**config.mk**
```make
export PLATFORM = sky130hd
export DESIGN_NAME = gb_cart_decode
export DESIGN_NICKNAME = d
export VERILOG_FILES = /design/src/gb_cart_pkg.sv /design/src/gb_cart_decode.sv
export VERILOG_INCLUDE_DIRS = /design/src
export SDC_FILE = /design/constraint.sdc
export NUM_CORES = 1
export LEC_CHECK = 0
export ABC_AREA = 1
export BUFFER_PORTS_ARGS = -buffer_cell sky130_fd_sc_hd__clkbuf_2
export CAP_MARGIN = 30
export CORE_UTILIZATION = 40
export DETAILED_ROUTE_END_ITERATION = 12
export GPL_TIMING_DRIVEN = 0
export PLACE_DENSITY = 0.72
export SYNTH_ARGS = -nofsm -noshare
export SYNTH_HDL_FRONTEND = slang
export SYNTH_SLANG_ARGS = --single-unit
export TNS_END_PERCENT = 30
```
**constraint.sdc**
```tcl
create_clock -name clk_sys -period 1.56 [get_ports clk_sys]
set_input_delay 0.078 -clock clk_sys [delete_from_list [all_inputs] [get_ports clk_sys]]
set_output_delay 0.078 -clock clk_sys [all_outputs]
set_load 0.005 [all_outputs]
```
**src/gb_cart_cfg.svh**
```systemverilog
// ------------------------------------------------
// cartridge mapper widths and header offsets
// register window codes and reset values
// ------------------------------------------------
`ifndef GB_CART_CFG_SVH
`define GB_CART_CFG_SVH

// cpu side bus
`define GB_ADDR_W 16
`define GB_DATA_W 8

// rom byte address and bank register
`define GB_ROM_ADDR_W 22
`define GB_ROM_BANK_W 7

// cartridge ram bank select and byte address (32 KB)
`define GB_RAM_BANK_W 2
`define GB_CRAM_ADDR_W 15

// header words as the loader presents them
// type byte is the high half of the word at 146
// rom size is the low half and ram size the high half of the word at 148
`define GB_HDR_TYPE_ADDR 22'h000146
`define GB_HDR_SIZE_ADDR 22'h000148

// cpu address bits 15:13 for each window
`define GB_WIN_RAM_ENABLE 3'b000
`define GB_WIN_ROM_BANK 3'b001
`define GB_WIN_RAM_BANK 3'b010
`define GB_WIN_MODE 3'b011
`define GB_WIN_CRAM 3'b101

// low nibble that opens cartridge ram
`define GB_RAM_ENABLE_KEY 4'ha
`define GB_ROM_BANK_RESET 7'd1

`endif
```
**src/gb_cart_pkg.sv**
```systemverilog
// ------------------------------------------------
// shared types of the cartridge mapper
// ------------------------------------------------
package gb_cart_pkg;

	// ------------------------------------------------
	// mapper family
	// ------------------------------------------------

	// decoded from the header type byte at 147
	// mbc4 and the odd mappers fall into none
	typedef enum logic [2:0] {
		// plain 32k rom with linear mapping
		MBC_NONE = 3'd0,
		// types 01 to 03
		MBC_1 = 3'd1,
		// types 05 and 06 with 4 bit internal ram
		MBC_2 = 3'd2,
		// types 0f to 13 with rtc
		MBC_3 = 3'd3,
		// types 19 to 1e and bank 0 is a legal bank here
		MBC_5 = 3'd4
	} mbc_kind_t;

	// ------------------------------------------------
	// decoded cpu write
	// ------------------------------------------------

	// one command per qualified write into 0000-7fff
	typedef enum logic [2:0] {
		// no write this cycle or write outside the window
		CMD_NONE = 3'd0,
		// 0000-1fff
		CMD_RAM_ENABLE = 3'd1,
		// 2000-3fff
		CMD_ROM_BANK = 3'd2,
		// 4000-5fff
		CMD_RAM_BANK = 3'd3,
		// 6000-7fff and only decoded for mbc1
		CMD_MODE = 3'd4
	} cart_cmd_t;

endpackage

```
**src/gb_cart_decode.sv**
```systemverilog
// ------------------------------------------------
// cartridge header capture and mapper classification
// turns cpu writes in 0000-7fff into mapper commands
// ------------------------------------------------
`timescale 1ns/1ns
`include "gb_cart_cfg.svh"

module gb_cart_decode (
	input  logic                      clk_sys,
	input  logic                      reset,
	input  logic                      hdr_wr,
	input  logic [`GB_ROM_ADDR_W-1:0] hdr_addr,
	input  logic [15:0]               hdr_data,
	input  logic                      cpu_ce,
	input  logic                      cart_wr,
	input  logic [`GB_ADDR_W-1:0]     cart_addr,
	output gb_cart_pkg::mbc_kind_t    mbc_kind,
	output logic [`GB_ROM_BANK_W-1:0] rom_mask,
	output logic [`GB_RAM_BANK_W-1:0] ram_mask,
	output gb_cart_pkg::cart_cmd_t    cmd
);
	import gb_cart_pkg::*;

	// raw header bytes
	logic [`GB_DATA_W-1:0] cart_type;
	logic [`GB_DATA_W-1:0] rom_size;
	logic [`GB_DATA_W-1:0] ram_size;

	// cpu address bits 15:13
	logic [2:0] win;

	// ------------------------------------------------
	// header capture
	// ------------------------------------------------

	// loader writes whole words at even addresses
	always_ff @(posedge clk_sys) begin
		if (reset) begin
			cart_type <= '0;
			rom_size <= '0;
			ram_size <= '0;
		end else if (hdr_wr) begin
			// type byte 147 in the upper half
			if (hdr_addr == `GB_HDR_TYPE_ADDR)
				cart_type <= hdr_data[15:8];
			// rom size 148 low and ram size 149 high
			if (hdr_addr == `GB_HDR_SIZE_ADDR) begin
				rom_size <= hdr_data[7:0];
				ram_size <= hdr_data[15:8];
			end
		end
	end

	// ------------------------------------------------
	// mapper family and size masks
	// ------------------------------------------------

	always_comb begin
		case (cart_type)
			8'h01, 8'h02, 8'h03: mbc_kind = MBC_1;
			8'h05, 8'h06: mbc_kind = MBC_2;
			8'h0f, 8'h10, 8'h11, 8'h12, 8'h13: mbc_kind = MBC_3;
			8'h19, 8'h1a, 8'h1b, 8'h1c, 8'h1d, 8'h1e: mbc_kind = MBC_5;
			default: mbc_kind = MBC_NONE;
		endcase
	end

	// bank mask for rom mirroring
	// size n means 2 << n banks of 16k
	always_comb begin
		case (rom_size)
			8'h00: rom_mask = 7'h01;
			8'h01: rom_mask = 7'h03;
			8'h02: rom_mask = 7'h07;
			8'h03: rom_mask = 7'h0f;
			8'h04: rom_mask = 7'h1f;
			8'h05: rom_mask = 7'h3f;
			8'h06: rom_mask = 7'h7f;
			// 72 80 and 96 bank parts
			8'h52: rom_mask = 7'h47;
			8'h53: rom_mask = 7'h4f;
			8'h54: rom_mask = 7'h5f;
			default: rom_mask = 7'h5f;
		endcase
	end

	// only the 32k part has four banks
	assign ram_mask = (ram_size >= 8'h03) ? 2'b11 : 2'b00;

	// ------------------------------------------------
	// cpu register window
	// ------------------------------------------------

	assign win = cart_addr[`GB_ADDR_W-1 -: 3];

	always_comb begin
		cmd = CMD_NONE;
		if (cpu_ce && cart_wr) begin
			case (win)
				`GB_WIN_RAM_ENABLE: cmd = CMD_RAM_ENABLE;
				`GB_WIN_ROM_BANK: cmd = CMD_ROM_BANK;
				`GB_WIN_RAM_BANK: cmd = CMD_RAM_BANK;
				// banking mode exists on mbc1 only
				`GB_WIN_MODE: begin
					if (mbc_kind == MBC_1)
						cmd = CMD_MODE;
				end
				default: cmd = CMD_NONE;
			endcase
		end
	end

endmodule

```
==> impl_results.md <==
- Area share of the largest cell type after synthesis: 34.3%
- Layout cells sized above 1: 33.3%
- Max_cap viols: 0
- Placed Cells: 351
- Setup CP Type: reg -> out
- Cell Chain, Critical Path: inv_1 -> nand4_1 -> buf_4 -> inv_1 -> nand4_1 -> nand3_2 -> nor2_2 -> nand3_2 -> nand3_1 -> clkbuf_2
- Area Growth Syn to Fin: 29.6%
- Die Area: 4190 um2
- DRC Markers: 0
- Synthesized cell area: 1570 um2
- Worst-path clk slew: 0.09 ns
- Top post-synthesis cells by area: dfxtp_1, nor2_1, inv_1
- RD Place Congestion: 0.827
- Yosys warns: 0
- Largest area contributor in the netlist: dfxtp_1
- Post-synthesis mux area share: 0%
- Cell count after synthesis: 244
- Final setup viols: 4
- Worst path bufs/invs: 4
- Net Count, Synth: 305
- Routed Antenna Nets: 0
- Core Area: 3720 um2
- Final Instance Count excl. Fillers: 360
- IO Count: 74
- DP HPWL: 2.88 mm
- First-pass detailed-route iteration total: 4
- Clock latency on the worst-skew pair: 0.27 ns
- Vias in the first global route: 1582
- Leakage: 1.06 nW
- Data required, critical path: 1.48 ns
- GRT Total Usage: 19.0%
- Root Buffer: clkbuf_8
- CP Launch Type: flop
- Total gr overflow: 0
- CP max FO: 4
- Register area share after synthesis: 34.3%
- Pwr dens: 595 nW/um2
- Die H: 64.7 um
- Clock tree from TritonCTS: done
- Total wire length: 3.59 mm
- Initial DRC Count: 76
- Hold WC Path Type: in -> reg
- Seq cells post-synth: 27
- Max Fclk: 601 MHz
- Final Cycle Share: 107%
- Final hold vios: 0
- Die Wd: 64.7 um
- Via count: 1672
- XOR/XNOR Fraction of Synth Area: 0.556%
- Row cnt: 22
- H-tree Lvls: 1
- Max VDD drop: 0.284 mV
- CP max-delay cell: dfxtp_1
- Vias/cell: 4.64
- CP max stage delay: 0.34 ns
- Pin count of the biggest net entering global routing: 16
- Cts hold-fix bufs: 0
- Initial Utilization: 42.4%
- CTS Buf Count: 3
- Post-Synth Simple-Gate Area: 40.7%
- Wirelength per Cell: 9.98 um
- Design Area, Final: 2040 um2
- Global-route wire length before repair: 6.44 mm
- Setup TNS Final: -0.386 ns
- CTS sink count: 27
- PortBufs: 59
- Highest-count cells in the layout ignoring fill and taps: nor2_1, clkbuf_2, inv_1, nand2_1, dfxtp_1
- Min Hold Slack: 0.0675 ns
- Clk buf depth: 2
- Fin crit period: 1.66 ns
- RSZ-0062 raised after global routing: yes
- Initial antenna violation count: 0
- Max Slew Vio Count: 0
- Synth Area in Compound Gates: 10.0%
- Adder-cell area share of the yosys netlist: 1.59%
- Synthesized area per cell: 6.45 um2
- Failing checks: setup timing
- Cell variety after synth: 29
- FILL cells: 358
- Cell family with most CP delay: simple AND/OR/NAND/NOR gates
- Clock skew: 0.00368 ns
- Outcome: finished with violations
- Commonest non-fill, non-tap cell in the layout: nor2_1
- Main combinational cell family by area after synthesis: simple AND/OR/NAND/NOR gates
- Ant. Diodes: 0
- Arr. time, crit path: 1.59 ns
- Setup WS post-layout: -0.105 ns
- Layout net count: 374
- Worst setup EP type: output pin
- Area after DPL: 1930 um2
## tightest hold or removal path: cells and delay by family
| family | cells | cell delay (ns) |
|---|---|---|
| AOI/OAI and AO/OA | 2 | 0.16 |
| buffers and inverters | 1 | 0.07 |
## path summary, 6_finish.rpt
path / slack (ns) / endpoint / cells after the start / startpoint
setup / recovery: -0.10 / rom_mask[6] / 10 / rom_size[4]
hold / removal: 0.07 / rom_size[4] / 3 / hdr_data[4]
setup reg to reg: 0.44 / flop / 7 / cart_type[0]
hold reg to reg: 0.46 / rom_size[5] / 2 / rom_size[5]
## layout make-up
cell class / count / area, um2 / area share, %
clock inverters: 1 / 5.00 / 0.245
plain buffers: 6 / 32.5 / 1.60
clock buffers: 3 / 41.3 / 2.02
inverters: 44 / 165 / 8.10
repair buffers: 64 / 333 / 16.3
flip-flops and latches: 27 / 541 / 26.5
well taps: 48 / 60.1 / 2.94
multi-input cells: 167 / 862 / 42.3
## timing repair
item | CTS | global route
pin swaps | 2 | 4
endpoints found under the hold margin | 0 | 0
setup buffers | 5 | 0
endpoints found under the setup margin | 4 | 6
resized for setup | 4 | 5
## power breakdown
group / total [mW] / internal, mW / switching (mW)
combinational: 0.131 / 0.0640 / 0.0666
clock: 0.395 / 0.179 / 0.216
sequential: 0.689 / 0.689 / 0.000000117
## logic make-up (layout without fill, tap and decap cells)
family	after synthesis	after routing
fa+ha+maj	2	2
xor+xnor	1	1
other cells	1	1
flops	27	27
simple gates	132	132
buf+inv	50	118
compound gates	31	31
## per-stage QoR
| stage | setup WS (ns) | power [mW] | utilization (%) |
|---|---|---|---|
| after global routing | -0.248 | 1.27 | 54.9 |
| after detailed placement | -0.0292 | 0.836 | 51.9 |
| after global placement | -0.0188 | 0.833 | 51.9 |
| after floorplan | 0.235 | 0.758 | - |
| after CTS | -0.0997 | 1.22 | 54.5 |
| final | -0.105 | 1.21 | 54.9 |
## synthesized netlist by cell type, drive strengths merged
cell type,n
a21oi,8
and2,1
buf,4
clkbuf,2
conb,1
dfxtp,27
ha,2
inv,44
nand2,35
nand3,16
nand3b,2
nand4,6
nor2,67
nor3,1
nor4,3
o21a,1
o21ai,22
or3,1
xnor2,1
## metal layers
layer | GRT usage (%) | part of all wire, % | vias to the layer above
met5 | 0 | 0 | -
met4 | 4.17 | 0.45 | 0
met3 | 2.46 | 2.1 | 2
met2 | 35.3 | 51 | 33
met1 | 23.0 | 46 | 747
li1 | - | - | 890
Power figures use the tool's default switching activity.
