## src/gb_cart_cfg.svh

```systemverilog
// ------------------------------------------------
// cartridge mapper widths and header offsets
// register window codes and reset values
// ------------------------------------------------
`ifndef GB_CART_CFG_SVH
`define GB_CART_CFG_SVH

// cpu side bus
`define GB_ADDR_W 16
`define GB_DATA_W 8

// rom byte address and bank register
`define GB_ROM_ADDR_W 22
`define GB_ROM_BANK_W 7

// cartridge ram bank select and byte address (32 KB)
`define GB_RAM_BANK_W 2
`define GB_CRAM_ADDR_W 15

// header words as the loader presents them
// type byte is the high half of the word at 146
// rom size is the low half and ram size the high half of the word at 148
`define GB_HDR_TYPE_ADDR 22'h000146
`define GB_HDR_SIZE_ADDR 22'h000148

// cpu address bits 15:13 for each window
`define GB_WIN_RAM_ENABLE 3'b000
`define GB_WIN_ROM_BANK 3'b001
`define GB_WIN_RAM_BANK 3'b010
`define GB_WIN_MODE 3'b011
`define GB_WIN_CRAM 3'b101

// low nibble that opens cartridge ram
`define GB_RAM_ENABLE_KEY 4'ha
`define GB_ROM_BANK_RESET 7'd1

`endif
```

## src/gb_cart_pkg.sv

```systemverilog
// ------------------------------------------------
// shared types of the cartridge mapper
// ------------------------------------------------
package gb_cart_pkg;

	// ------------------------------------------------
	// mapper family
	// ------------------------------------------------

	// decoded from the header type byte at 147
	// mbc4 and the odd mappers fall into none
	typedef enum logic [2:0] {
		// plain 32k rom with linear mapping
		MBC_NONE = 3'd0,
		// types 01 to 03
		MBC_1 = 3'd1,
		// types 05 and 06 with 4 bit internal ram
		MBC_2 = 3'd2,
		// types 0f to 13 with rtc
		MBC_3 = 3'd3,
		// types 19 to 1e and bank 0 is a legal bank here
		MBC_5 = 3'd4
	} mbc_kind_t;

	// ------------------------------------------------
	// decoded cpu write
	// ------------------------------------------------

	// one command per qualified write into 0000-7fff
	typedef enum logic [2:0] {
		// no write this cycle or write outside the window
		CMD_NONE = 3'd0,
		// 0000-1fff
		CMD_RAM_ENABLE = 3'd1,
		// 2000-3fff
		CMD_ROM_BANK = 3'd2,
		// 4000-5fff
		CMD_RAM_BANK = 3'd3,
		// 6000-7fff and only decoded for mbc1
		CMD_MODE = 3'd4
	} cart_cmd_t;

endpackage

```

## src/gb_cart_bank_regs.sv

```systemverilog
// ------------------------------------------------
// mapper bank registers and mode flags
// ------------------------------------------------
`timescale 1ns/1ns
`include "gb_cart_cfg.svh"

module gb_cart_bank_regs (
	input  logic                      clk_sys,
	input  logic                      reset,
	input  gb_cart_pkg::mbc_kind_t    mbc_kind,
	input  gb_cart_pkg::cart_cmd_t    cmd,
	input  logic [`GB_DATA_W-1:0]     cart_di,
	output logic [`GB_ROM_BANK_W-1:0] rom_bank,
	output logic [`GB_RAM_BANK_W-1:0] ram_bank,
	output logic                      mbc1_mode,
	output logic                      rtc_mode,
	output logic                      ram_enable
);
	import gb_cart_pkg::*;

	// bank 0 written to the rom bank register
	logic rom_zero;
	// mbc3 register select with bit 3 picks the rtc
	logic rtc_sel;

	assign rom_zero = (cart_di[4:0] == 5'd0);
	assign rtc_sel = (mbc_kind == MBC_3) && cart_di[3];

	// ------------------------------------------------
	// rom bank
	// ------------------------------------------------

	always_ff @(posedge clk_sys) begin
		if (reset) begin
			rom_bank <= `GB_ROM_BANK_RESET;
		end else if (cmd == CMD_ROM_BANK) begin
			// every mapper but mbc5 turns bank 0 into bank 1
			// the check only looks at the low five bits
			if (rom_zero && (mbc_kind != MBC_5))
				rom_bank <= `GB_ROM_BANK_RESET;
			else
				rom_bank <= cart_di[6:0];
		end
	end

	// ------------------------------------------------
	// ram bank and rtc select
	// ------------------------------------------------

	always_ff @(posedge clk_sys) begin
		if (reset) begin
			ram_bank <= '0;
			rtc_mode <= 1'b0;
		end else if (cmd == CMD_RAM_BANK) begin
			if (rtc_sel) begin
				// ram bank is kept while the rtc is mapped
				rtc_mode <= 1'b1;
			end else begin
				rtc_mode <= 1'b0;
				ram_bank <= cart_di[1:0];
			end
		end
	end

	// ------------------------------------------------
	// banking mode and ram enable
	// ------------------------------------------------

	// mode 0 gives ram bank bits to rom bank 6:5
	// mode 1 gives them to the cartridge ram
	always_ff @(posedge clk_sys) begin
		if (reset)
			mbc1_mode <= 1'b0;
		else if (cmd == CMD_MODE)
			mbc1_mode <= cart_di[0];
	end

	// any other nibble closes the ram again
	always_ff @(posedge clk_sys) begin
		if (reset)
			ram_enable <= 1'b0;
		else if (cmd == CMD_RAM_ENABLE)
			ram_enable <= (cart_di[3:0] == `GB_RAM_ENABLE_KEY);
	end

endmodule

```

## config.mk

```make
export PLATFORM = sky130hd
export DESIGN_NAME = gb_cart_bank_regs
export DESIGN_NICKNAME = d
export VERILOG_FILES = /design/src/gb_cart_pkg.sv /design/src/gb_cart_bank_regs.sv
export VERILOG_INCLUDE_DIRS = /design/src
export SDC_FILE = /design/constraint.sdc
export NUM_CORES = 1
export LEC_CHECK = 0
export ABC_AREA = 1
export BUFFER_PORTS_ARGS = -buffer_cell sky130_fd_sc_hd__clkbuf_2
export CAP_MARGIN = 5
export CORE_AREA = 2 2 39 41
export DETAILED_ROUTE_END_ITERATION = 10
export DIE_AREA = 0 0 41 43
export GPL_TIMING_DRIVEN = 0
export PLACE_DENSITY = 0.68
export SLEW_MARGIN = 20
export SYNTH_ARGS = -nofsm -noshare
export SYNTH_HDL_FRONTEND = slang
export SYNTH_SLANG_ARGS = --single-unit
```

## constraint.sdc

```tcl
create_clock -name clk_sys -period 1.7 [get_ports clk_sys]
set_input_delay 0 -clock clk_sys [delete_from_list [all_inputs] [get_ports clk_sys]]
set_output_delay 0 -clock clk_sys [all_outputs]
set_load 0.005 [all_outputs]
```

==> results.md <==
| Result | Reported | Unit |
|---|---|---|
| Result of the run | completed | - |
| Clock skew | 0 | ns |
| Sw Share | 23.9 | % |
| Compound-Gate Fraction of Synth Area | 16.3 | % |
| Number of inserted filler cells in the final layout | 136 | - |
| Placeable Area | 0.00138 | sq mm |
| Wire length of the first global-routing pass | 1990 | um |
| Global route overflow | 0 | - |
| Kind of start point of the critical path | primary input | - |
| Main combinational cell family by area after synthesis | simple AND/OR/NAND/NOR gates | - |
| Cell at the root of the clock tree | sky130_fd_sc_hd__clkbuf_4 | - |
| Worst vdd rail ir drop | 0.359 | mV |
| Power Total | 623 | uW |
| Final cell utilization of the core | 56.2 | % |
| Cell variety after synth | 15 | - |
| Clock insertion delay at the later pin of the skew report | 0.27 | ns |
| Unrepaired setup endpoints after global routing | no | - |
| Largest cells by area after synthesis | sky130_fd_sc_hd__dfxtp_1 (46%), sky130_fd_sc_hd__nand2_1 (9.4%), sky130_fd_sc_hd__nor2_1 (8.6%) | - |
| Library cell with the largest summed area after synthesis | sky130_fd_sc_hd__dfxtp_1 | - |
| Slowest stage delay, CP | 0.54 | ns |
| Vias in the first global route | 501 | - |
| Top-area cell type share of the netlist area | 46.0 | % |
| Effective utilization at floorplan | 37.7 | % |
| YS warnings | 0 | - |
| Number of buffers inserted during clock tree synthesis | 3 | - |
| Average cell area after synthesis | 7.25 | sq um |
| Antenna Violating Nets Remaining | 0 | - |
| Overall routing resource usage | 16.3 | % |
| Period utilisation layout | 58.2 | % |
| Internal power consumption | 474 | uW |
| Number of cells produced by synthesis | 72 | - |
| Sequential fraction of the synthesis area | 46.0 | % |
| Vert. Die Dim | 43 | um |
| Launch point of the critical path | cart_di[3] | - |
| Pins over their slew limit | 0 | - |
| CP Data Required Time | 1.86 | ns |
| Nets | 126 | - |
| Synthesized cell area | 522 | sq um |
| Hold Path Origin | cart_di[1] | - |
| Floorplan die area | 0.00176 | sq mm |
| Area of the multi-input gates | 233 | sq um |
| Initial antenna violation count | 0 | - |
| Number of maximum-capacitance constraint violations | 0 | - |
| IO Pins | 28 | - |
| Remaining max-slew budget at the tightest pin | 84.9 | % |
| Cell with the largest stage delay on the worst path | sky130_fd_sc_hd__dlygate4sd3_1 | - |
| Number of cell rows | 14 | - |
| Number of antenna diodes | 0 | - |
| Xor-xnor portion of the synthesized cell area | 0 | % |
| Kind of end point of the critical path | flip-flop | - |
| Setup tns final | 0 | ns |
| Maximum number of pins on one net before global-route repair | 11 | - |
| Beginning of the worst register-to-register path | rtc_mode | - |
| DRC violations left | 0 | - |
| Fraction of power consumed by the clock network | 35.7 | % |
| Die width | 41 | um |
| Hold Path Class | in2reg | - |
| Worst Setup Slack post-DPL | 0.907 | ns |
| Area taken by flip-flops and latches | 240 | sq um |
| Max Freq | 1010 | MHz |
| Level count of the clock H-tree | 1 | - |
| Simple-gate share of the synthesized area | 28.3 | % |
| Worst hold slack | 0.0126 | ns |
| Placer congestion estimate | 0.732 | - |
| Buffer count from post-CTS setup fixing | 0 | - |
| Starting DRC count in detailed routing | 7 | - |
| Worst slew pin tran | 0.225 | ns |
| Sequential group share of total power | 48.6 | % |
| Clock-pin transition on the worst setup and hold timing paths | 0.07 | ns |
| Net count of the mapped netlist | 88 | - |
| Number of buffers on the longest clock path | 2 | - |
| Detailed placement HPWL | 943 | um |
| DR vias/cell | 4.67 | - |
| Clk sink count | 12 | - |
| Average routed wire per standard cell | 10.1 | um |
| Overall via count from detail_route | 584 | - |
| Register bit count reported by yosys | 12 | - |
| Leak pwr | 0.402 | nW |
| Number of hold violations in the final report | 0 | - |
| Pre-Repair DR Iteration Count | 4 | - |
| Final Setup Violations | 0 | - |
| Hold buffer count at cts | 7 | - |
| Critical Path Fanout Max | 3 | - |
| Minimum clock period | 0.990 | ns |
| Clock tree from TritonCTS | done | - |
| # resized after CTS | 0 | - |
| Worst path setup slack after routing | 0.710 | ns |
| Routed Wire Length | 1260 | um |
| Switching Power | 149 | uW |
| Cell-by-cell listing of the critical path | dlygate4sd3_1 > clkbuf_2 > inv_2 > nand2_1 > nor2_1 > nand3_1 > nand2_1 > a21oi_1 | - |
| Cell repeated most along the worst path | sky130_fd_sc_hd__nand2_1 | - |
| Share of cell area taken by muxes after synthesis | 0 | % |
| Comb power frac | 15.7 | % |
| Critical Path AT | 1.15 | ns |
| Critical path start-end classification | in2reg | - |
| Layout area overhead | 49.2 | % |
| Power density relative to cell area | 801 | mW/mm^2 |
| Number of port buffers | 26 | - |
| Adder and majority cell fraction of the synthesized area | 0 | % |
| Share of final-layout standard cells stronger than drive strength 1 | 34.9 | % |
[path summary, 6_finish.rpt]
| kind | to | slack [ns] | cells after the start |
|---|---|---|---|
| worst max-delay path | rom_bank[5] | 0.71 | 8 |
| worst min-delay path | ram_bank[1] | 0.01 | 3 |
| worst max register to register | rtc_mode | 1.06 | 2 |
| worst min register to register | rom_bank[0] | 0.47 | 2 |
[cell usage in the layout, fill, tap and decap left out]
cell	Yosys	routed
sky130_fd_sc_hd__nand2_1	13	13
sky130_fd_sc_hd__nor2_1	12	12
sky130_fd_sc_hd__a21oi_1	8	8
sky130_fd_sc_hd__o21ai_0	4	4
sky130_fd_sc_hd__dlygate4sd3_1	0	7
sky130_fd_sc_hd__nor3_2	1	1
sky130_fd_sc_hd__clkbuf_4	0	3
sky130_fd_sc_hd__clkbuf_2	0	26
sky130_fd_sc_hd__inv_2	4	4
sky130_fd_sc_hd__nand2_2	1	1
sky130_fd_sc_hd__o21ai_1	5	5
sky130_fd_sc_hd__dfxtp_1	12	12
sky130_fd_sc_hd__nor3_1	1	1
sky130_fd_sc_hd__inv_1	6	6
sky130_fd_sc_hd__clkbuf_8	0	1
sky130_fd_sc_hd__nand4_1	1	1
sky130_fd_sc_hd__buf_6	1	1
sky130_fd_sc_hd__nor3_4	1	1
sky130_fd_sc_hd__nand3_1	2	2
[routing by layer]
metal | track usage, % | wire length (um) | vias up
li1 | - | - | 310
met1 | 19.1 | 570 | 253
met2 | 26.6 | 595 | 19
met3 | 3.14 | 78 | 2
met4 | 8.00 | 14 | 0
met5 | 0 | 0 | -
[critical path, delay by kind of cell]
kind                   cells  cell delay, ns
buffers and inverters      3            0.73
AO/OA/AOI/OAI              1            0.06
AND/OR/NAND/NOR            4            0.36
[Yosys cell counts]
| cell | count |
|---|---|
| sky130_fd_sc_hd__nand2_1 | 13 |
| sky130_fd_sc_hd__a21oi_1 | 8 |
| sky130_fd_sc_hd__nor3_1 | 1 |
| sky130_fd_sc_hd__nand3_1 | 2 |
| sky130_fd_sc_hd__buf_6 | 1 |
| sky130_fd_sc_hd__nor3_4 | 1 |
| sky130_fd_sc_hd__nor2_1 | 12 |
| sky130_fd_sc_hd__nor3_2 | 1 |
| sky130_fd_sc_hd__nand2_2 | 1 |
| sky130_fd_sc_hd__nand4_1 | 1 |
| sky130_fd_sc_hd__inv_1 | 6 |
| sky130_fd_sc_hd__inv_2 | 4 |
| sky130_fd_sc_hd__dfxtp_1 | 12 |
| sky130_fd_sc_hd__o21ai_1 | 5 |
| sky130_fd_sc_hd__o21ai_0 | 4 |
[power groups by stage]
| stage | sequential [mW] | combinational [mW] | clock [mW] |
|---|---|---|---|
| after floorplan | 0.310 | 0.0393 | 0 |
| after global placement | 0.309 | 0.0838 | 0 |
| after detailed placement | 0.309 | 0.0848 | 0 |
| after CTS | 0.303 | 0.0982 | 0.229 |
| after global routing | 0.305 | 0.110 | 0.242 |
| final | 0.303 | 0.0976 | 0.223 |
[per-stage QoR]
step	instance area, sq um	instances
floorplan	522	72
global placement	672	114
detailed placement	672	114
CTS	778	125
global route	778	125
finish	778	125
[final cells by class]
cell class                 instances  area share (%)
sequential                        12            30.9
buffer                             1            1.45
clock buffer                       4            4.66
timing repair buffer              33            25.7
inverter                          10            4.82
multi-input combinational         49            29.9
tap                               16            2.57
[cell families (layout without fill, tap and decap cells)]
logic type / count (synthesis) / in the layout
AO/OA/AOI/OAI: 17 / 17
AND/OR/NAND/NOR: 32 / 32
flip-flops: 12 / 12
buffers and inverters: 11 / 48
[sequential cells by signal, indices dropped and copies added (netlist names)]
name and flops:
rtc_mode 1, ram_enable 1, rom_bank 7, mbc1_mode 1, ram_bank 2
Note: power is estimated with default switching activity, not from simulation.
